File: src/core_pkg.sv
//////////////////////////////
// Core package
// Widths, opcodes, the instruction word union and the port
// structs shared by the blocks of the mini RV32I core
//////////////////////////////

package core_pkg;

  parameter int unsigned XLEN       = 32;
  parameter int unsigned REG_ADDR_W = 5;

  // Major opcodes that are executed
  typedef enum logic [6:0] {
    OPC_OP     = 7'b0110011,
    OPC_OP_IMM = 7'b0010011,
    OPC_LUI    = 7'b0110111,
    OPC_JAL    = 7'b1101111,
    OPC_BRANCH = 7'b1100011
  } opcode_e;

  typedef enum logic [2:0] {
    ALU_ADD,
    ALU_SUB,
    ALU_AND,
    ALU_OR,
    ALU_XOR,
    ALU_SLT,
    ALU_SLL,
    ALU_SRL
  } alu_op_e;

  // Writeback and control class of a decoded instruction
  typedef enum logic [2:0] {
    KIND_ALU,
    KIND_LUI,
    KIND_JAL,
    KIND_BEQ,
    KIND_BNE
  } kind_e;

  //////////////////////////////
  // Instruction word views
  //////////////////////////////

  typedef struct packed {
    logic [6:0]            funct7;
    logic [REG_ADDR_W-1:0] rs2;
    logic [REG_ADDR_W-1:0] rs1;
    logic [2:0]            funct3;
    logic [REG_ADDR_W-1:0] rd;
    logic [6:0]            opcode;
  } r_view_t;

  // Upper twenty bits also carry the U and J immediates
  typedef struct packed {
    logic [11:0]           imm12;
    logic [REG_ADDR_W-1:0] rs1;
    logic [2:0]            funct3;
    logic [REG_ADDR_W-1:0] rd;
    logic [6:0]            opcode;
  } i_view_t;

  typedef union packed {
    r_view_t r_view;
    i_view_t i_view;
  } instr_u;

  //////////////////////////////
  // Port structs
  //////////////////////////////

  typedef struct packed {
    logic [XLEN-1:0] pc;
    instr_u          insn;
  } fetch_item_t;

  // Wishbone classic master outputs
  typedef struct packed {
    logic            cyc;
    logic            stb;
    logic            we;
    logic [XLEN-1:0] adr;
  } wb_req_t;

  typedef struct packed {
    logic            ack;
    logic [XLEN-1:0] dat;
  } wb_rsp_t;

  typedef struct packed {
    logic            valid;
    logic [XLEN-1:0] target;
  } redirect_t;

  typedef struct packed {
    logic [XLEN-1:0]       pc;
    logic [XLEN-1:0]       insn;
    logic [REG_ADDR_W-1:0] rd;
    logic [XLEN-1:0]       wdata;
    logic                  illegal;
  } retire_t;

endpackage

File: src/reg_file.sv
//////////////////////////////
// Register file
// 32 integer registers, two read ports and one write port,
// x0 reads as zero
//////////////////////////////

`timescale 1ns/1ns

module reg_file import core_pkg::*; (
  input  logic                  clk,
  input  logic                  rst_ni,
  input  logic [REG_ADDR_W-1:0] raddr_a_i,
  input  logic [REG_ADDR_W-1:0] raddr_b_i,
  output logic [XLEN-1:0]       rdata_a_o,
  output logic [XLEN-1:0]       rdata_b_o,
  input  logic                  we_i,
  input  logic [REG_ADDR_W-1:0] waddr_i,
  input  logic [XLEN-1:0]       wdata_i
);

  localparam int unsigned NumRegs = 2 ** REG_ADDR_W;

  // No storage behind x0
  logic [XLEN-1:0] regs_q [NumRegs-1:1];

  always_ff @(posedge clk or negedge rst_ni) begin
    if (!rst_ni) begin
      for (int i = 1; i < NumRegs; i++) begin
        regs_q[i] <= '0;
      end
    end else if (we_i && waddr_i != '0) begin
      regs_q[waddr_i] <= wdata_i;
    end
  end

  assign rdata_a_o = (raddr_a_i == '0) ? '0 : regs_q[raddr_a_i];
  assign rdata_b_o = (raddr_b_i == '0) ? '0 : regs_q[raddr_b_i];

endmodule

File: config.mk
export PLATFORM = sky130hd
export DESIGN_NAME = reg_file
export DESIGN_NICKNAME = d
export VERILOG_FILES = /design/src/core_pkg.sv /design/src/reg_file.sv
export SDC_FILE = /design/constraint.sdc
export NUM_CORES = 2
export LEC_CHECK = 0
export CORE_ASPECT_RATIO = 0.9
export CORE_MARGIN = 5
export CORE_UTILIZATION = 56
export DETAILED_ROUTE_END_ITERATION = 7
export DONT_BUFFER_PORTS = 1
export HOLD_SLACK_MARGIN = 0.02
export PLACE_DENSITY_LB_ADDON = 0.08
export SLEW_MARGIN = 0
export SYNTH_ARGS = -nofsm -noshare
export SYNTH_HDL_FRONTEND = slang
export SYNTH_SLANG_ARGS = --single-unit
File: constraint.sdc
create_clock -name clk -period 1.6 [get_ports clk]
set_input_delay 0.08 -clock clk [delete_from_list [all_inputs] [get_ports clk]]
set_output_delay 0.08 -clock clk [all_outputs]
set_load 0.01 [all_outputs]
==> key figures <==
Layout
  – Area delta synth->final: 14.17%
  – Most flop-heavy register: regs_q
  – Share of cells above drive strength 1: 0.5115
  – Multi-input logic area: 27440 um2
  – Top flop regs: regs_q (992)
  – Area taken by flip-flops and latches: 24820 um2
  – Finished Layout Cells: 5059
  – Largest register FFs: 992
  – Most frequent cells in the layout: mux2_2, dfrtp_1, mux4_2, mux2i_1, buf_4
  – Commonest non-fill, non-tap cell in the layout: mux2_2
  – Nets: 3762
  – Fill cell count: 6739

Yosys
  – Synthesis Warnings: 0
  – Mapped Area: 53430 um2
  – Yosys reg bits: 992
  – Syn Nets: 3741
  – Sequential area share after synthesis: 0.4646
  – Distinct cells, synth: 40
  – Syn Area/Cell: 14.48 um2
  – Mapped Cells: 3691

Floorplan
  – Core ar.: 94650 um2
  – Top Ports: 114
  – Cell row count: 107
  – Die area: 101700 um2
  – Initial Util: 0.5645
  – Die height: 303.0 um
  – Die X: 335.6 um

Global route
  – Initial antenna violation count: 11
  – Tot GR Track Use: 0.3321
  – Largest net degree at the start of global routing: 993
  – First-pass GRT wire length: 251.4 mm
  – GRT Residual Overflow: 0
  – Vias in the first global route: 37646

Timing
  – Clock Skew: 0 ns
  – Setup violations, final: 340
  – Rel. slew slack: 0.1119
  – Fmax: 412.9 MHz
  – Post-route clock period utilization: 1.514
  – Final setup margin: -0.8218 ns
  – Setup TNS Final: -125.59 ns
  – Final hold slack: -0.1650 ns
  – Max-slew violations: 0
  – Final Hold Fails: 217
  – Worst-margin pin slew: 1.328 ns
  – Min Tclk post-route: 2.422 ns
  – RSZ-0062 raised after global routing: true

Worst setup path
  – Largest stage delay, worst path: 0.49 ns
  – Reg2Reg Setup Slack: 0.25 ns
  – CP arrival: 2.34 ns
  – Setup crit end kind: output pin
  – Type of the worst setup path: reg -> out
  – Most frequent CP cell: mux4_2
  – Crit Path Max Fanout: 2
  – CP Data Required Time: 1.52 ns
  – Setup crit start kind: register
  – Slowest CP cell: mux4_2
  – Critical Path, Cell by Cell: mux4_2 -> mux4_2 -> mux2_4

Routing
  – Initial DRC Count: 3563
  – Vias: 35481
  – WL per Instance: 33.52 um
  – DRT Pass-1 Iters: 5
  – Routed Antenna Nets: 0
  – Vias per inst: 7.013
  – Remaining DRCs: 0
  – Routed wire length: 169.6 mm

Job
  – Max cap viols: 0

Min path
  – Worst min-delay path class: in -> async

Power
  – P_leak: 26.82 nW
  – Peak VDD IR: 1.028 mV
  – Power Density: 1226 nW/um2

Clock network
  – Root buffer cell: clkbuf_16
  – Skew-Pair Late Insertion Delay: 0.67 ns
  – H-tree levels: 3
  – Clock sink count: 992
  – Clock Pin Slew Worst Setup and Hold Paths: 0.06 ns
  – TritonCTS clock tree: yes
  – CTS Buffer Depth: 3
  – Num CTS Buffers: 107

Place
  – Placed cells: 4766
  – Post-DP HPWL: 94.51 mm
  – Port Buf Inserts: 0
  – GP Congestion: 0.8093

Outcome
  – Failing checks: hold timing, setup timing
  – Result of the run: complete, but fails checks
[per-layer routing]
| metal | vias to the layer above | GRT usage | part of all wire |
|---|---|---|---|
| li1 | 14271 | - | - |
| met1 | 19209 | 0.4658 | 0.41 |
| met2 | 1645 | 0.5204 | 0.46 |
| met3 | 348 | 0.08016 | 0.088 |
| met4 | 8 | 0.1048 | 0.033 |
| met5 | - | 0 | 0.00032 |
[Yosys cell counts (all sizes together)]
cell type  count  area [um2]
o21a           2       15.01
o211ai        19       142.6
nand3b         1       7.510
or3            3       18.77
a221oi        32       280.3
or2            1       6.260
o22a          17       148.9
a2111oi        4       35.03
nor2b         48       300.3
nor2          24       92.59
a21boi         2       15.01
nand2b        31       193.9
nand2         41       153.9
nand3         43       215.2
and2           4       25.02
a221o         24       240.2
nand4b         3       26.28
mux2i        317        3173
a31oi          2       12.51
mux4         354        7973
a22oi        114       855.8
mux2        1061       11950
a22o           6       52.55
nand4         14       87.58
nor4           1       6.260
buf          219        1056
a21oi         16       80.08
dfrtp        992       24820
o22ai          6       37.54
a211oi         6       45.04
o31a          33       289.0
inv            2       7.510
clkbuf       180       675.7
nor3b          2       15.01
and3          32       200.2
nor3          35       175.2
[power by group]
| part | internal [mW] | switching [mW] | total, mW |
|---|---|---|---|
| combinational | 9.92 | 5.81 | 15.7 |
| sequential | 30.0 | 3.69 | 33.7 |
| clock | 15.0 | 10.3 | 25.4 |
[metrics by stage]
step | total power, mW | instance area [um2] | setup slack [ns] | util
after global placement | 46.81 | 55970 | -0.2109 | 0.5914
after CTS | 74.18 | 60450 | -0.8551 | 0.6386
after global routing | 77.86 | 60990 | -0.8961 | 0.6444
final | 74.81 | 61000 | -0.8218 | 0.6445
after detailed placement | 47.96 | 55970 | -0.2035 | 0.5914
after floorplan | 44.52 | 53550 | -0.05887 | -
[worst max-delay path: cells and delay by family, from the launching register on]
family / cells / cell delay (ns)
mux: 3 / 1.29
flops: 1 / 0.38
[area by class of cell]
class,instances,share of cell area
diodes,7,0.0002871
flip-flops and latches,992,0.4069
clock inverters,29,0.006317
repair buffers,311,0.05811
well taps,1253,0.02570
clock buffers,167,0.05273
inverters,2,0.0001231
multi-input cells,2298,0.4498
[repair_timing]
action                                  in CTS  in global routing
endpoints found under the setup margin      64                625
hold buffers                                41                  6
hold endpoints to repair                  1984                411
gates cloned                                 0                  2
setup buffers                               30                  9
resized for setup                           58                 46
pin swaps                                   41                 22
[final timing paths]
check | start | cells after the start | endpoint
worst max-delay path | regs_q[463] | 3 | rdata_a_o[15]
worst max register to register | regs_q[618] | 2 | regs_q[618]
worst min register to register | regs_q[841] | 1 | regs_q[841]
max in group asynchronous | rst_ni | 7 | regs_q[96]
worst min-delay path | rst_ni | 4 | regs_q[804]
min in group clk | waddr_i[3] | 4 | regs_q[976]
[cells by family (layout without fill, tap and decap cells)]
family,after synthesis,count (layout),share of synthesized area
and+or+nand+nor,283,283,0.02852
buffers and inverters,401,509,0.03255
AOI/OAI and AO/OA,283,283,0.04210
muxes,1732,1732,0.4322
other,0,7,0
DFF,992,992,0.4646
No activity file was read; power rests on OpenSTA's default activity.
