<file path="config.mk">
export PLATFORM = sky130hd
export DESIGN_NAME = prefetch_queue
export DESIGN_NICKNAME = d
export VERILOG_FILES = /design/src/core_pkg.sv /design/src/prefetch_queue.sv
export SDC_FILE = /design/constraint.sdc
export NUM_CORES = 1
export LEC_CHECK = 0
export BUFFER_PORTS_ARGS = -buffer_cell sky130_fd_sc_hd__buf_2
export CAP_MARGIN = 20
export CORE_MARGIN = 5
export CORE_UTILIZATION = 55
export DETAILED_ROUTE_END_ITERATION = 16
export PLACE_DENSITY_LB_ADDON = 0.15
export SYNTH_ARGS = -nofsm -noshare
export SYNTH_HDL_FRONTEND = slang
export SYNTH_SLANG_ARGS = --single-unit
</file>
<file path="constraint.sdc">
create_clock -name clk -period 4.98 [get_ports clk]
set_clock_uncertainty 0.1 [all_clocks]
set_input_delay 0.747 -clock clk [delete_from_list [all_inputs] [get_ports clk]]
set_output_delay 0.747 -clock clk [all_outputs]
set_load 0.02 [all_outputs]
</file>
<file path="src/core_pkg.sv">
//////////////////////////////
// Core package
// Widths, opcodes, the instruction word union and the port
// structs shared by the blocks of the mini RV32I core
//////////////////////////////

package core_pkg;

  parameter int unsigned XLEN       = 32;
  parameter int unsigned REG_ADDR_W = 5;

  // Major opcodes that are executed
  typedef enum logic [6:0] {
    OPC_OP     = 7'b0110011,
    OPC_OP_IMM = 7'b0010011,
    OPC_LUI    = 7'b0110111,
    OPC_JAL    = 7'b1101111,
    OPC_BRANCH = 7'b1100011
  } opcode_e;

  typedef enum logic [2:0] {
    ALU_ADD,
    ALU_SUB,
    ALU_AND,
    ALU_OR,
    ALU_XOR,
    ALU_SLT,
    ALU_SLL,
    ALU_SRL
  } alu_op_e;

  // Writeback and control class of a decoded instruction
  typedef enum logic [2:0] {
    KIND_ALU,
    KIND_LUI,
    KIND_JAL,
    KIND_BEQ,
    KIND_BNE
  } kind_e;

  //////////////////////////////
  // Instruction word views
  //////////////////////////////

  typedef struct packed {
    logic [6:0]            funct7;
    logic [REG_ADDR_W-1:0] rs2;
    logic [REG_ADDR_W-1:0] rs1;
    logic [2:0]            funct3;
    logic [REG_ADDR_W-1:0] rd;
    logic [6:0]            opcode;
  } r_view_t;

  // Upper twenty bits also carry the U and J immediates
  typedef struct packed {
    logic [11:0]           imm12;
    logic [REG_ADDR_W-1:0] rs1;
    logic [2:0]            funct3;
    logic [REG_ADDR_W-1:0] rd;
    logic [6:0]            opcode;
  } i_view_t;

  typedef union packed {
    r_view_t r_view;
    i_view_t i_view;
  } instr_u;

  //////////////////////////////
  // Port structs
  //////////////////////////////

  typedef struct packed {
    logic [XLEN-1:0] pc;
    instr_u          insn;
  } fetch_item_t;

  // Wishbone classic master outputs
  typedef struct packed {
    logic            cyc;
    logic            stb;
    logic            we;
    logic [XLEN-1:0] adr;
  } wb_req_t;

  typedef struct packed {
    logic            ack;
    logic [XLEN-1:0] dat;
  } wb_rsp_t;

  typedef struct packed {
    logic            valid;
    logic [XLEN-1:0] target;
  } redirect_t;

  typedef struct packed {
    logic [XLEN-1:0]       pc;
    logic [XLEN-1:0]       insn;
    logic [REG_ADDR_W-1:0] rd;
    logic [XLEN-1:0]       wdata;
    logic                  illegal;
  } retire_t;

endpackage

</file>
<file path="src/prefetch_queue.sv">
//////////////////////////////
// Prefetch queue
// Circular buffer of fetched words with their pc, emptied
// in one cycle when the program flow is redirected
//////////////////////////////

`timescale 1ns/1ns

module prefetch_queue import core_pkg::*; #(
  parameter int unsigned FifoDepth = 4
) (
  input  logic        clk,
  input  logic        rst_ni,
  input  logic        push_i,
  input  fetch_item_t item_i,
  output logic        full_o,
  input  logic        pop_i,
  input  logic        flush_i,
  output logic        valid_o,
  output fetch_item_t item_o
);

  localparam int unsigned PtrW = (FifoDepth > 1) ? $clog2(FifoDepth) : 1;
  localparam int unsigned CntW = $clog2(FifoDepth + 1);

  fetch_item_t     mem_q [FifoDepth];
  logic [PtrW-1:0] rd_ptr_q;
  logic [PtrW-1:0] wr_ptr_q;
  logic [CntW-1:0] count_q;
  logic            do_push;
  logic            do_pop;

  function automatic logic [PtrW-1:0] ptr_inc(logic [PtrW-1:0] ptr);
    ptr_inc = (ptr == PtrW'(FifoDepth - 1)) ? '0 : ptr + PtrW'(1);
  endfunction

  assign full_o  = (count_q == CntW'(FifoDepth));
  assign valid_o = (count_q != '0);
  assign item_o  = mem_q[rd_ptr_q];

  // Flush wins over a push in the same cycle
  assign do_push = push_i && !full_o && !flush_i;
  assign do_pop  = pop_i && valid_o && !flush_i;

  always_ff @(posedge clk or negedge rst_ni) begin
    if (!rst_ni) begin
      rd_ptr_q <= '0;
      wr_ptr_q <= '0;
      count_q  <= '0;
    end else if (flush_i) begin
      rd_ptr_q <= '0;
      wr_ptr_q <= '0;
      count_q  <= '0;
    end else begin
      if (do_push) begin
        wr_ptr_q <= ptr_inc(wr_ptr_q);
      end
      if (do_pop) begin
        rd_ptr_q <= ptr_inc(rd_ptr_q);
      end
      if (do_push && !do_pop) begin
        count_q <= count_q + CntW'(1);
      end else if (do_pop && !do_push) begin
        count_q <= count_q - CntW'(1);
      end
    end
  end

  always_ff @(posedge clk) begin
    if (do_push) begin
      mem_q[wr_ptr_q] <= item_i;
    end
  end

endmodule

</file>
==> summary.txt <==
STA
  – RSZ-0062 raised after global routing: no
  – Fin crit share: 74.4%
  – Final Max Tran Viols: 0
  – Hold WS: 0.348 ns
  – Normalized max-slew margin: 32.2%
  – Fin Setup TNS: 0 ns
  – Final Hold Vio Count: 0
  – Setup violators final: 0
  – Measured slew at the worst slew-check pin: 1.02 ns
  – Min Tclk post-route: 3.71 ns
  – Achievable Freq: 0.270 GHz

Synth
  – Syn Nets: 478
  – Synth Warn #: 0
  – Mapped Area: 9890 um2
  – Top FF cell, synth: edfxtp_1
  – Yosys reg bits: 263
  – Register area share after synthesis: 79.5%
  – Post-synth cell types: 33
  – Mapped Cells: 403
  – Post-Syn Area per Cell: 24.6 um2
  – Async SR Flop Fraction: 2.66%
  – EDFF count, synth: 256

Final layout
  – Nets@finish: 623
  – Final design utilization: 64.9%
  – Area Overhead vs Synth: 17.1%
  – Final cell count without fillers: 797
  – Ratio of cells with drive above 1 in the final layout: 43.7%
  – Antenna diodes: 0
  – Fillers: 1196

Pwr
  – Leak Pwr: 0.00388 uW
  – Peak VDD IR: 343 uV
  – P per Cell Area: 463 nW/um2

Route
  – Routed WL: 17300 um
  – ANT nets after route: 0
  – Drt pass-1 iters: 4
  – Detailed-route via count: 4472
  – Avg WL per Cell: 21.7 um
  – Via density: 5.61
  – Drc violations: 0
  – Initial DRC Count: 269

Global route
  – GRT Residual Overflow: 0
  – Initial antenna violation count: 1
  – First-pass GRT wire length: 26800 um
  – Tot GR Track Use: 16.9%
  – Vias in the first global route: 4780
  – Pin count of the biggest net entering global routing: 67

Clocking
  – Postcts setup bufs: 0
  – Clock Latency Late Sink: 0.51 ns
  – CTS sink count: 263
  – H-Tree Depth: 1
  – CTS tree: yes
  – Post-CTS sizing: 0
  – Hold_buf cts: 1
  – Inserted Clock Buffers: 27
  – Clk buf depth: 3
  – Clk pin slew, worst setup/hold paths: 0.06 ns
  – Clock root buffer: clkbuf_16

Floorplanning
  – Die area: 20800 um2
  – Cell Rows: 49
  – # IOs: 135
  – Vert. Die Dim: 144 um
  – Die Wd: 144 um
  – Core area: 17800 um2
  – Initial Util: 55.5%

Worst setup path
  – CP Capture Type: output port
  – Flop2flop setup slack: 2.41 ns
  – Crit path required time: 4.13 ns
  – CP Class: register to output port
  – CP Launch Type: register
  – Maximum fanout along the worst path: 41
  – Critical path arrival: 2.86 ns

Job
  – Max-cap viol count: 0

Outcome
  – Status: finished, final reports clean

Place
  – Placed Instances: 747
  – Post-DP HPWL: 9910 um
  – Count of input and output buffers: 134
  – GP Congestion: 0.782

Min path
  – Hold Path Class: input port to register
## per-stage QoR
step | area [um2] | power [uW] | setup WS, ns
final | 11600 | 5360 | 1.27
after global routing | 11600 | 5590 | 0.988
after CTS | 11600 | 5430 | 1.16
after detailed placement | 10700 | 3510 | 1.72
after global placement | 10700 | 3490 | 1.73
after floorplan | 9890 | 3270 | 1.66
## registers in the layout (all words and copies together) (netlist names)
signal,count
rd_ptr_q,2
mem_q,256
wr_ptr_q,2
count_q,3
## path summary, 6_finish.rpt
path                             startpoint          end  cells past startpoint
min in group asynchronous            rst_ni   count_q[2]                      2
worst max-delay path            rd_ptr_q[0]   item_o[31]                      3
worst max register to register   count_q[0]   count_q[2]                      7
worst min-delay path              item_i[6]  mem_q[0][6]                      1
worst min register to register  wr_ptr_q[1]  wr_ptr_q[1]                      2
max in group asynchronous            rst_ni  rd_ptr_q[0]                      2
## logic make-up after synthesis
kind of cell / Yosys count / share of synthesized area (%)
muxes: 67 / 14.9
adders and majority gates: 6 / 0.835
and+or+nand+nor: 26 / 1.64
xor gates and xnor gates: 1 / 0.0885
buffers and inverters: 25 / 1.78
DFF: 263 / 79.5
AOI/OAI and AO/OA: 15 / 1.30
## cells in the final DEF, fill, tap and decap left out, types with 2 or more instances in the layout
cell / count
buf_2: 134
bufinv_16: 3
or3_1: 3
clkbuf_16: 27
ha_1: 5
a21oi_1: 5
nand3_1: 3
mux4_2: 64
dfrtp_4: 2
o21ai_0: 2
nand3b_1: 3
mux2i_1: 2
nand2_1: 2
nor2_1: 5
dfrtp_1: 5
clkbuf_1: 4
inv_1: 5
edfxtp_1: 256
nand2b_1: 2
clkinvlp_4: 3
clkinv_2: 6
and2_4: 4
clkinv_1: 6
## cells in the mapped netlist, types with 2 or more instances
cell,count,share of area [%]
nor2_1,5,0.19
nand2b_1,2,0.13
nand2_1,2,0.076
nand3_1,3,0.15
clkbuf_1,2,0.076
buf_4,4,0.30
mux4_2,64,15
or3_1,3,0.19
mux2i_1,2,0.20
o21ai_0,2,0.10
edfxtp_1,256,78
buf_2,6,0.30
inv_1,5,0.19
buf_6,8,0.91
nand3b_1,3,0.23
dfrtp_1,7,1.8
ha_1,5,0.63
a21oi_1,5,0.25
and2_1,5,0.32
## worst max-delay path, stage by stage (launching register included)
cell and delay, ns:
dfrtp_4 0.94, buf_4 0.57, mux4_2 0.60, buf_2 0.18
## per-layer routing
metal	vias to the layer above	share of wire (%)	GRT usage, %
met5	-	0.075	0
met4	2	1.3	3.67
met1	2298	41	23.2
met2	145	49	27.5
li1	2002	-	-
met3	25	8.7	4.89
## power breakdown
| part | internal, uW | total, uW | switching (uW) |
|---|---|---|---|
| clock network | 1150 | 1920 | 773 |
| registers | 2540 | 2650 | 117 |
| logic | 368 | 792 | 424 |
## area by class of cell
type / instances / area [um2] / area share [%]
Multi-Input combinational cell: 115 / 1870 / 16.1
Sequential cell: 263 / 7870 / 67.9
Timing Repair Buffer: 136 / 688 / 5.94
Clock inverter: 18 / 165 / 1.43
Inverter: 5 / 18.8 / 0.162
Clock buffer: 31 / 691 / 5.96
Tap cell: 229 / 287 / 2.47
(Power assumes the default switching activity.)
