[config.mk]
export PLATFORM = sky130hd
export DESIGN_NAME = exec_stage
export DESIGN_NICKNAME = d
export VERILOG_FILES = /design/src/core_pkg.sv /design/src/exec_stage.sv
export SDC_FILE = /design/constraint.sdc
export NUM_CORES = 1
export LEC_CHECK = 0
export BUFFER_PORTS_ARGS = -buffer_cell sky130_fd_sc_hd__buf_2
export CAP_MARGIN = 20
export CORE_ASPECT_RATIO = 1.75
export CORE_MARGIN = 2
export CORE_UTILIZATION = 36
export DETAILED_ROUTE_END_ITERATION = 16
export SLEW_MARGIN = 20
export SYNTH_ARGS = -nofsm -noshare
export SYNTH_HDL_FRONTEND = slang
export SYNTH_SLANG_ARGS = --single-unit
export TNS_END_PERCENT = 5
[constraint.sdc]
create_clock -name clk -period 11 [get_ports clk]
set_input_delay 0.55 -clock clk [delete_from_list [all_inputs] [get_ports clk]]
set_output_delay 0.55 -clock clk [all_outputs]
set_load 0.01 [all_outputs]
[src/core_pkg.sv]
//////////////////////////////
// Core package
// Widths, opcodes, the instruction word union and the port
// structs shared by the blocks of the mini RV32I core
//////////////////////////////

package core_pkg;

  parameter int unsigned XLEN       = 32;
  parameter int unsigned REG_ADDR_W = 5;

  // Major opcodes that are executed
  typedef enum logic [6:0] {
    OPC_OP     = 7'b0110011,
    OPC_OP_IMM = 7'b0010011,
    OPC_LUI    = 7'b0110111,
    OPC_JAL    = 7'b1101111,
    OPC_BRANCH = 7'b1100011
  } opcode_e;

  typedef enum logic [2:0] {
    ALU_ADD,
    ALU_SUB,
    ALU_AND,
    ALU_OR,
    ALU_XOR,
    ALU_SLT,
    ALU_SLL,
    ALU_SRL
  } alu_op_e;

  // Writeback and control class of a decoded instruction
  typedef enum logic [2:0] {
    KIND_ALU,
    KIND_LUI,
    KIND_JAL,
    KIND_BEQ,
    KIND_BNE
  } kind_e;

  //////////////////////////////
  // Instruction word views
  //////////////////////////////

  typedef struct packed {
    logic [6:0]            funct7;
    logic [REG_ADDR_W-1:0] rs2;
    logic [REG_ADDR_W-1:0] rs1;
    logic [2:0]            funct3;
    logic [REG_ADDR_W-1:0] rd;
    logic [6:0]            opcode;
  } r_view_t;

  // Upper twenty bits also carry the U and J immediates
  typedef struct packed {
    logic [11:0]           imm12;
    logic [REG_ADDR_W-1:0] rs1;
    logic [2:0]            funct3;
    logic [REG_ADDR_W-1:0] rd;
    logic [6:0]            opcode;
  } i_view_t;

  typedef union packed {
    r_view_t r_view;
    i_view_t i_view;
  } instr_u;

  //////////////////////////////
  // Port structs
  //////////////////////////////

  typedef struct packed {
    logic [XLEN-1:0] pc;
    instr_u          insn;
  } fetch_item_t;

  // Wishbone classic master outputs
  typedef struct packed {
    logic            cyc;
    logic            stb;
    logic            we;
    logic [XLEN-1:0] adr;
  } wb_req_t;

  typedef struct packed {
    logic            ack;
    logic [XLEN-1:0] dat;
  } wb_rsp_t;

  typedef struct packed {
    logic            valid;
    logic [XLEN-1:0] target;
  } redirect_t;

  typedef struct packed {
    logic [XLEN-1:0]       pc;
    logic [XLEN-1:0]       insn;
    logic [REG_ADDR_W-1:0] rd;
    logic [XLEN-1:0]       wdata;
    logic                  illegal;
  } retire_t;

endpackage

[src/exec_stage.sv]
//////////////////////////////
// Execute stage
// Retires the queue head each cycle it is valid with ALU,
// branch decision, register write and the retire report
//////////////////////////////

`timescale 1ns/1ns

module exec_stage import core_pkg::*; (
  input  logic                  clk,
  input  logic                  rst_ni,
  input  logic                  valid_i,
  input  fetch_item_t           item_i,
  input  alu_op_e               alu_op_i,
  input  logic                  use_imm_i,
  input  logic [XLEN-1:0]       imm_i,
  input  logic [REG_ADDR_W-1:0] rd_i,
  input  kind_e                 kind_i,
  input  logic                  illegal_i,
  input  logic [XLEN-1:0]       rdata_a_i,
  input  logic [XLEN-1:0]       rdata_b_i,
  output logic                  pop_o,
  output redirect_t             redirect_o,
  output logic                  we_o,
  output logic [REG_ADDR_W-1:0] waddr_o,
  output logic [XLEN-1:0]       wdata_o,
  output logic                  retire_valid_o,
  output retire_t               retire_o
);

  logic [XLEN-1:0] op_b;
  logic [XLEN-1:0] alu_res;
  logic [XLEN-1:0] link_pc;
  logic [XLEN-1:0] wdata;
  logic            rs_equal;
  logic            taken;
  logic            writes;

  // Head leaves in every valid cycle
  assign pop_o = valid_i;

  //////////////////////////////
  // ALU
  //////////////////////////////

  assign op_b = use_imm_i ? imm_i : rdata_b_i;

  always_comb begin
    case (alu_op_i)
      ALU_SUB: alu_res = rdata_a_i - op_b;
      ALU_AND: alu_res = rdata_a_i & op_b;
      ALU_OR:  alu_res = rdata_a_i | op_b;
      ALU_XOR: alu_res = rdata_a_i ^ op_b;
      ALU_SLT: alu_res = XLEN'($signed(rdata_a_i) < $signed(op_b));
      ALU_SLL: alu_res = rdata_a_i << op_b[4:0];
      ALU_SRL: alu_res = rdata_a_i >> op_b[4:0];
      default: alu_res = rdata_a_i + op_b;
    endcase
  end

  assign link_pc  = item_i.pc + XLEN'(4);
  assign rs_equal = (rdata_a_i == rdata_b_i);

  // Result select and control flow
  always_comb begin
    wdata  = alu_res;
    writes = 1'b1;
    taken  = 1'b0;
    case (kind_i)
      KIND_LUI: wdata = imm_i;
      KIND_JAL: begin
        wdata = link_pc;
        taken = 1'b1;
      end
      KIND_BEQ: begin
        wdata  = '0;
        writes = 1'b0;
        taken  = rs_equal;
      end
      KIND_BNE: begin
        wdata  = '0;
        writes = 1'b0;
        taken  = !rs_equal;
      end
      default: ;
    endcase
    // Illegal words leave no trace but the retire record
    if (illegal_i) begin
      wdata  = '0;
      writes = 1'b0;
      taken  = 1'b0;
    end
  end

  assign redirect_o.valid  = valid_i && taken;
  assign redirect_o.target = item_i.pc + imm_i;

  assign we_o    = valid_i && writes;
  assign waddr_o = rd_i;
  assign wdata_o = wdata;

  //////////////////////////////
  // Retire report
  //////////////////////////////

  always_ff @(posedge clk or negedge rst_ni) begin
    if (!rst_ni) begin
      retire_valid_o <= 1'b0;
    end else begin
      retire_valid_o <= valid_i;
    end
  end

  always_ff @(posedge clk) begin
    if (valid_i) begin
      retire_o.pc      <= item_i.pc;
      retire_o.insn    <= item_i.insn;
      retire_o.rd      <= writes ? rd_i : '0;
      retire_o.wdata   <= wdata;
      retire_o.illegal <= illegal_i;
    end
  end

endmodule

==> run metrics <==
Die Wd 154 um; achievable clock frequency 150 MHz; endpoint kind of the worst setup timing path output pin; post-synth top area cell edfxtp_1; syn_area_per_cell 8.02 um^2; vias in the first global route 15.5k; arrival time of the worst setup path 6.12 ns; number of top-level pins 351; Post-CTS Hold Fix Bufs 1; critical path class input pin to output pin; post-synthesis sequential element count 103; # port buffers 350; Final TNS setup 0 ns; grt ovf 0; number of search-and-repair iterations in the first detailed-routing pass 6; sequential-to-total area share from yosys stat 0.217; leading cell types by total area after synthesis edfxtp_1 22%, ha_1 11%, mux2i_1 8.2%, xnor2_1 7.8%, a21oi_1 6.1%; clk sinks 103; number of core rows 96; unique cell type count in the Yosys netlist 97; detail-routed net length per standard cell 28.0 um; launching element of the worst setup path use_imm_i; GRT Total Usage 0.336; drt drc 0; VDD IR-drop max 0.0000968 V; total nets after synthesis 2083; dominant synthesized flop cell edfxtp_1; routed vias 15.6k; overall power 1.78 mW; Final Max Slew Viols 0; non-filler instance count after layout 2554; layout overhead on the synthesized area 17.0%; portion of synthesized cell area occupied by the leading cell type 0.215; Root Buffer Master clkbuf_16; residual antenna-violating net count after detailed routing 0; number of failing hold endpoints at the final stage 0; register clock-pin slew on the reported worst setup and hold paths 0.08 ns; EDFF count, synth 102; count of routing violations after the opening detailed-route iteration 1328; YS warnings 0; ys async rst share 0.00971; total die area 0.0412 mm^2; Startpoint Class input pin; final WL 71400 um; net count of the finished layout 2366; instance count after placement with tap cells included 2535; effective utilization at floorplan 0.363; leakage power 7.23 nW; required time of the critical path 10.45 ns; pin count of the biggest net entering global routing 75; Vias/cell 6.11; list of most frequent post-synthesis cells 173 x a21oi_1, 164 x nor2_1, 139 x o21ai_0, 130 x ha_1, 126 x xnor2_1; post-detail-place hpwl 58100 um; buffer levels on the longest clock path 2; shortest period the worst path allows 6.67 ns; period utilization 0.606; termination of the worst setup path wdata_o[31]; first-pass GRT wire length 102000 um; Slew Limit Headroom 0.219; core footprint 0.0392 mm^2; total clock buffers created by CTS 9; worst hold path class input pin to register; Post-Synthesis Cells 1774; reported max-cap violation count 0; number of H-tree levels 3; mapped cell area 0.0142 mm^2; Power Density 107 mW/mm^2; setup violators final 0; initial antenna violation count 3; unrepaired setup endpoints after global routing false; fraction of final layout cells with drive strength greater than 1 0.219; Chip Height 267 um; routability cong. 1.06; CTS tree built; post_cts resized 0; largest fanout of any net on the critical path 54; outcome finished, final reports clean; number of buffers inserted by post-CTS setup repair 0; most common cell in the synthesized netlist a21oi_1; actual transition at the worst max-transition pin 1.17 ns
-- power breakdown --
part	switching, mW	total (mW)	internal, mW
logic	0.640	0.976	0.336
registers	0.00698	0.477	0.470
clock network	0.166	0.328	0.163
-- flip-flops by register name, indices dropped and copies added (netlist names) --
name / count
retire_valid_o: 1
retire_o: 102
-- worst min path at each step --
stage / startpoint / cells after the start / end
after global routing: item_i[17] / 1 / retire_o[55]
after detailed placement: rst_ni / 1 / retire_valid_o
after global placement: rst_ni / 1 / retire_valid_o
after CTS: item_i[20] / 1 / retire_o[58]
final: item_i[17] / 1 / retire_o[55]
after floorplan: rst_ni / 0 / retire_valid_o
-- layout by cell type, fill, tap and decap left out, drive strengths merged, types with 15 or more instances in the layout --
cell    count
nand2     119
mux2i     120
a31oi      20
o211ai     19
ha        130
o22ai      34
a211oi     20
nor2      165
xor2       16
buf       379
o21ai     158
nand4      21
nand3      35
a221oi     20
edfxtp    102
inv       114
nor3       38
xnor2     126
a22oi      25
a21oi     176
nand2b     15
-- kinds of logic after synthesis --
kind of cell / after synthesis / synth area share
flops: 103 / 0.217
mux: 124 / 0.0921
fa+ha+maj: 133 / 0.119
simple gates: 459 / 0.148
compound gates: 591 / 0.270
xor+xnor: 142 / 0.0874
buf+inv: 222 / 0.0666
-- layer usage --
| layer | GRT usage | wire length (um) | up-vias |
|---|---|---|---|
| met5 | 0 | 10 | - |
| met4 | 0.283 | 6870 | 2 |
| met3 | 0.0357 | 3770 | 244 |
| li1 | - | - | 7052 |
| met2 | 0.611 | 36300 | 780 |
| met1 | 0.342 | 24400 | 7517 |
-- critical path: stages --
cell and delay (ns):
buf_2 0.07, buf_4 0.59, mux2i_4 0.33, buf_4 0.61
inv_2 0.53, ha_1 0.43, a211oi_1 0.33, o21ai_1 0.30
a41oi_2 0.39, o31ai_2 0.21, a31oi_1 0.32, nor4b_2 0.37
nor3_1 0.13, a211oi_2 0.24, xnor2_1 0.09, a211oi_1 0.39
buf_2 0.21
-- stage by stage --
step           utilization  setup slack (ns)  instance area (um^2)  hold slack (ns)
6_report             0.425              4.33                 16700            0.348
5_1_grt              0.425              4.18                 16700            0.335
4_1_cts              0.425              4.34                 16600            0.339
3_5_place_dp         0.417              4.32                 16300            0.329
3_3_place_gp         0.417              4.37                 16300            0.325
2_1_floorplan            -              6.24                 14200            0.254
-- area by class of cell --
type                            count  area, um^2
Multi-Input combinational cell   1449       10200
Tap cell                          490         613
Clock buffer                        9         225
Antenna cell                        2        5.00
Clock inverter                      7        81.3
Sequential cell                   103        3090
Timing Repair Buffer              380        1980
Inverter                          114         428
Fill cell                        4083       22500
(Power assumes the default switching activity.)
