**config.mk**
```make
export PLATFORM = sky130hd
export DESIGN_NAME = instr_decoder
export DESIGN_NICKNAME = d
export VERILOG_FILES = /design/src/core_pkg.sv /design/src/instr_decoder.sv
export SDC_FILE = /design/constraint.sdc
export NUM_CORES = 1
export LEC_CHECK = 0
export BUFFER_PORTS_ARGS = -buffer_cell sky130_fd_sc_hd__buf_4
export CAP_MARGIN = 30
export CORE_ASPECT_RATIO = 1.25
export CORE_MARGIN = 2
export CORE_UTILIZATION = 32
export DETAILED_ROUTE_END_ITERATION = 6
export PLACE_DENSITY = 0.81
export SETUP_SLACK_MARGIN = 0.05
export SYNTH_ARGS = -nofsm -noshare
export SYNTH_HDL_FRONTEND = slang
export SYNTH_SLANG_ARGS = --single-unit
```
**constraint.sdc**
```tcl
create_clock -name vclk -period 1.4
set_input_delay 0.28 -clock vclk [all_inputs]
set_output_delay 0.28 -clock vclk [all_outputs]
set_load 0.01 [all_outputs]
```
**src/core_pkg.sv**
```systemverilog
//////////////////////////////
// Core package
// Widths, opcodes, the instruction word union and the port
// structs shared by the blocks of the mini RV32I core
//////////////////////////////

package core_pkg;

  parameter int unsigned XLEN       = 32;
  parameter int unsigned REG_ADDR_W = 5;

  // Major opcodes that are executed
  typedef enum logic [6:0] {
    OPC_OP     = 7'b0110011,
    OPC_OP_IMM = 7'b0010011,
    OPC_LUI    = 7'b0110111,
    OPC_JAL    = 7'b1101111,
    OPC_BRANCH = 7'b1100011
  } opcode_e;

  typedef enum logic [2:0] {
    ALU_ADD,
    ALU_SUB,
    ALU_AND,
    ALU_OR,
    ALU_XOR,
    ALU_SLT,
    ALU_SLL,
    ALU_SRL
  } alu_op_e;

  // Writeback and control class of a decoded instruction
  typedef enum logic [2:0] {
    KIND_ALU,
    KIND_LUI,
    KIND_JAL,
    KIND_BEQ,
    KIND_BNE
  } kind_e;

  //////////////////////////////
  // Instruction word views
  //////////////////////////////

  typedef struct packed {
    logic [6:0]            funct7;
    logic [REG_ADDR_W-1:0] rs2;
    logic [REG_ADDR_W-1:0] rs1;
    logic [2:0]            funct3;
    logic [REG_ADDR_W-1:0] rd;
    logic [6:0]            opcode;
  } r_view_t;

  // Upper twenty bits also carry the U and J immediates
  typedef struct packed {
    logic [11:0]           imm12;
    logic [REG_ADDR_W-1:0] rs1;
    logic [2:0]            funct3;
    logic [REG_ADDR_W-1:0] rd;
    logic [6:0]            opcode;
  } i_view_t;

  typedef union packed {
    r_view_t r_view;
    i_view_t i_view;
  } instr_u;

  //////////////////////////////
  // Port structs
  //////////////////////////////

  typedef struct packed {
    logic [XLEN-1:0] pc;
    instr_u          insn;
  } fetch_item_t;

  // Wishbone classic master outputs
  typedef struct packed {
    logic            cyc;
    logic            stb;
    logic            we;
    logic [XLEN-1:0] adr;
  } wb_req_t;

  typedef struct packed {
    logic            ack;
    logic [XLEN-1:0] dat;
  } wb_rsp_t;

  typedef struct packed {
    logic            valid;
    logic [XLEN-1:0] target;
  } redirect_t;

  typedef struct packed {
    logic [XLEN-1:0]       pc;
    logic [XLEN-1:0]       insn;
    logic [REG_ADDR_W-1:0] rd;
    logic [XLEN-1:0]       wdata;
    logic                  illegal;
  } retire_t;

endpackage

```
**src/instr_decoder.sv**
```systemverilog
//////////////////////////////
// Instruction decoder
// Splits the head word into ALU operation, operands and
// immediate, and flags every encoding the core lacks
//////////////////////////////

`timescale 1ns/1ns

module instr_decoder import core_pkg::*; (
  input  instr_u                instr_i,
  output alu_op_e               alu_op_o,
  output logic                  use_imm_o,
  output logic [XLEN-1:0]       imm_o,
  output logic [REG_ADDR_W-1:0] rs1_o,
  output logic [REG_ADDR_W-1:0] rs2_o,
  output logic [REG_ADDR_W-1:0] rd_o,
  output kind_e                 kind_o,
  output logic                  illegal_o
);

  logic [2:0]      funct3;
  logic [6:0]      funct7;
  logic [XLEN-1:0] imm_i_type;
  logic [XLEN-1:0] imm_u_type;
  logic [XLEN-1:0] imm_b_type;
  logic [XLEN-1:0] imm_j_type;

  assign funct3 = instr_i.r_view.funct3;
  assign funct7 = instr_i.r_view.funct7;
  assign rs1_o  = instr_i.r_view.rs1;
  assign rs2_o  = instr_i.r_view.rs2;
  assign rd_o   = instr_i.r_view.rd;

  //////////////////////////////
  // Immediates
  //////////////////////////////

  assign imm_i_type = {{20{instr_i.i_view.imm12[11]}}, instr_i.i_view.imm12};
  assign imm_u_type = {instr_i.i_view.imm12, instr_i.i_view.rs1,
                       instr_i.i_view.funct3, 12'b0};
  // B type scatters its bits over funct7 and rd
  assign imm_b_type = {{20{funct7[6]}}, instr_i.r_view.rd[0], funct7[5:0],
                       instr_i.r_view.rd[4:1], 1'b0};
  assign imm_j_type = {{12{instr_i.i_view.imm12[11]}}, instr_i.i_view.rs1,
                       instr_i.i_view.funct3, instr_i.i_view.imm12[0],
                       instr_i.i_view.imm12[10:1], 1'b0};

  always_comb begin
    alu_op_o  = ALU_ADD;
    use_imm_o = 1'b0;
    imm_o     = imm_i_type;
    kind_o    = KIND_ALU;
    illegal_o = 1'b0;
    case (instr_i.r_view.opcode)
      OPC_OP: begin
        if (funct7 == 7'b0100000 && funct3 == 3'b000) begin
          alu_op_o = ALU_SUB;
        end else if (funct7 == 7'b0000000) begin
          case (funct3)
            3'b000:  alu_op_o = ALU_ADD;
            3'b001:  alu_op_o = ALU_SLL;
            3'b010:  alu_op_o = ALU_SLT;
            3'b100:  alu_op_o = ALU_XOR;
            3'b101:  alu_op_o = ALU_SRL;
            3'b110:  alu_op_o = ALU_OR;
            3'b111:  alu_op_o = ALU_AND;
            default: illegal_o = 1'b1;
          endcase
        end else begin
          illegal_o = 1'b1;
        end
      end
      OPC_OP_IMM: begin
        use_imm_o = 1'b1;
        // No immediate shifts and no SLTIU
        case (funct3)
          3'b000:  alu_op_o = ALU_ADD;
          3'b010:  alu_op_o = ALU_SLT;
          3'b100:  alu_op_o = ALU_XOR;
          3'b110:  alu_op_o = ALU_OR;
          3'b111:  alu_op_o = ALU_AND;
          default: illegal_o = 1'b1;
        endcase
      end
      OPC_LUI: begin
        kind_o = KIND_LUI;
        imm_o  = imm_u_type;
      end
      OPC_JAL: begin
        kind_o = KIND_JAL;
        imm_o  = imm_j_type;
      end
      OPC_BRANCH: begin
        imm_o = imm_b_type;
        case (funct3)
          3'b000:  kind_o = KIND_BEQ;
          3'b001:  kind_o = KIND_BNE;
          default: illegal_o = 1'b1;
        endcase
      end
      default: illegal_o = 1'b1;
    endcase
  end

endmodule

```
==> out/metrics.yaml <==
status:
  status: "complete, but fails checks"
  failed_checks: "negative setup slack"
global_routing:
  grt_pass1_wl_microns: 4960
  grt_most_used_layer: "met2"
  groute.layer.met2.usage: 0.438
  grt_max_degree: 11
  antenna_found_initial: 0
  globalRouteTotalUtil: 0.233
  grt_pass1_vias: 1125
  use_met1: 0.279
  use_met3: 0.0156
  gr-total-overflow: 0
floorplan:
  core_sq_um: 2210
  start_util: 0.338
  rows: 19
  die_area_sq_um: 2740
  die_w_microns: 47.3
  dieHeight_microns: 58.1
  ios: 87
layout:
  final_nets: 243
  diodes: 0
  area_growth_pct: 143
  final_layout_size_suffix_gt1_frac: 0.722
  final_area_sq_um: 1820
  design.seq.count: 0
  nClkBuffers: 0
  final-seq-area_sq_um: 0
sta:
  tightestPinTransition_ns: 0.257
  setup_tns_ns: -7.79
  fmax_ghz: 0.604
  hold_violations: 0
  finalCritPeriodShare: 1.18
  rsz0062_at_grt: "yes"
  worst_slack_ns: -0.257
  post-route-min-period_ns: 1.66
  max_slew_margin: 0.827
  setup_viol: 38
  slew_viol_final: 0
clock_network:
  postCtsHoldBufs: 0
synthesis:
  yosysUniqueCellTypes: 37
  synth_seq_area_share: 0
  synth_area_sq_um: 748
  synthCells: 113
  ys_warn_count: 0
  syn-num-nets: 145
  syn_avg_cell_area_sq_um: 6.62
drt:
  drtAntennaViolNets: 0
  viasPerCell: 5.13
  drt-wirelength-per-cell_microns: 14.8
  drt-pass1-iter-count: 4
  drt_iter0_drc: 18
  drc: 0
  vias: 1230
  wirelength_microns: 3550
worst_hold_path:
  hold_path_depth: 2
  hp-class: "in -> out"
  holdCritStartpoint: "instr_i[9]"
  worstHoldEndpoint: "rd_o[2]"
placement:
  place_area_sq_um: 1470
  dp_slack_ns: -0.287
  gp_congestion: 0.879
  numPortBuffers: 87
  hpwl_microns: 2390
flow_run:
  maxCapViolations: 0
worst_setup_path:
  path_max_fanout: 7
  cp.arrival_ns: 1.38
  cp.required_ns: 1.12
  cp-end-kind: "output port"
  critPathKind: "in -> out"
  startpoint_type: "primary input"
pwr:
  power_frac_comb: 1.000
  p_seq_frac: 0
  total_power_mw: 0.480
  p_clk_frac: 0
  p_int_mw: 0.272
  power.leakage_nw: 0.948
  peakVddDrop_uv: 193
  power_switching_mw: 0.209
  swShare: 0.434
  powerDensity_nw_per_um2: 264
-- placed cells by master (no fill, tap or decap), types with 2 or more instances in the layout --
cell type,instances
buf_4,78
buf_6,37
nand2_2,12
a21o_1,11
o21ai_1,5
a22o_1,4
nor2_1,4
nor2b_1,4
nand2_4,4
and2b_1,4
nand3b_1,3
nand4b_1,3
o21ai_0,3
nor3b_1,3
buf_8,3
nor3_4,2
nand2b_1,2
a21oi_2,2
nand2_1,2
-- cells in the mapped netlist (2+ instances only) --
library cell  instances  area (sq um)
a22o_1                4          35.0
clkbuf_1              2          7.51
nor4_1                2          12.5
nand3b_1              3          22.5
nor2b_1               4          25.0
nor3_1                2          10.0
o21ai_0               6          30.0
nand2_1              18          67.6
buf_4                18           135
a21o_1               11          82.6
nand4b_1              3          26.3
nor3b_1               3          22.5
nor2_1                4          15.0
nand2b_1              3          18.8
a21oi_1               2          10.0
and2b_1               4          30.0
nand3_1               2          10.0
o21ai_1               3          15.0
-- stage by stage --
step                 util  hold WS [ns]  cells
floorplan               -         0.613    113
global placement    0.666         0.748    232
detailed placement  0.666         0.750    232
CTS                 0.787         0.750    237
global route        0.823         0.754    240
finish              0.823         0.749    240
-- repair_timing --
| action | in CTS | in global routing |
|---|---|---|
| buffers inserted | 3 | 3 |
| resized for setup | 63 | 16 |
| endpoints found under the setup margin | 39 | 39 |
| cloned | 2 | 0 |
| pin swaps | 24 | 3 |
| hold endpoints to repair | 0 | 0 |
-- worst max-delay path: stages --
cell and delay (ns):
buf_8 0.11, nand4b_1 0.28, nor2_4 0.20, nor2b_2 0.08
buf_6 0.13, a21o_1 0.17, buf_6 0.12
-- layout make-up --
cell class	count	area, sq um
inverters	1	3.75
multi-input cells	90	729
well taps	31	38.8
repair buffers	118	1050
fillers	137	392
-- metal layers --
layer	up-vias	part of all wire	wire [microns]
met5	-	0	0
met1	573	0.37	1330
li1	587	-	-
met4	0	0.014	51
met2	62	0.54	1930
met3	8	0.069	245
-- how the worst max path moves through the flow --
stage                      startpoint     endpoint  slack, ns
final                      instr_i[6]    imm_o[28]      -0.26
after global routing       instr_i[4]    kind_o[2]      -0.33
after CTS                  instr_i[4]     imm_o[2]      -0.22
after detailed placement  instr_i[31]  alu_op_o[2]      -0.29
after global placement    instr_i[31]  alu_op_o[2]      -0.27
after floorplan           instr_i[13]  alu_op_o[2]      -0.02
-- power by group through the flow --
stage / Sequential, mW / Combinational (mW) / Clock [mW]
CTS: 0 / 0.458 / 0
floorplan: 0 / 0.173 / 0
detailed placement: 0 / 0.394 / 0
finish: 0 / 0.480 / 0
global placement: 0 / 0.386 / 0
global route: 0 / 0.512 / 0
-- cell families (layout without fill, tap and decap cells) --
| logic type | Yosys count | in the layout | share of synthesized area |
|---|---|---|---|
| and+or+nand+nor | 58 | 58 | 0.485 |
| AOI/OAI and AO/OA | 32 | 32 | 0.298 |
| buffers and inverters | 23 | 119 | 0.217 |
(Power assumes the default switching activity.)
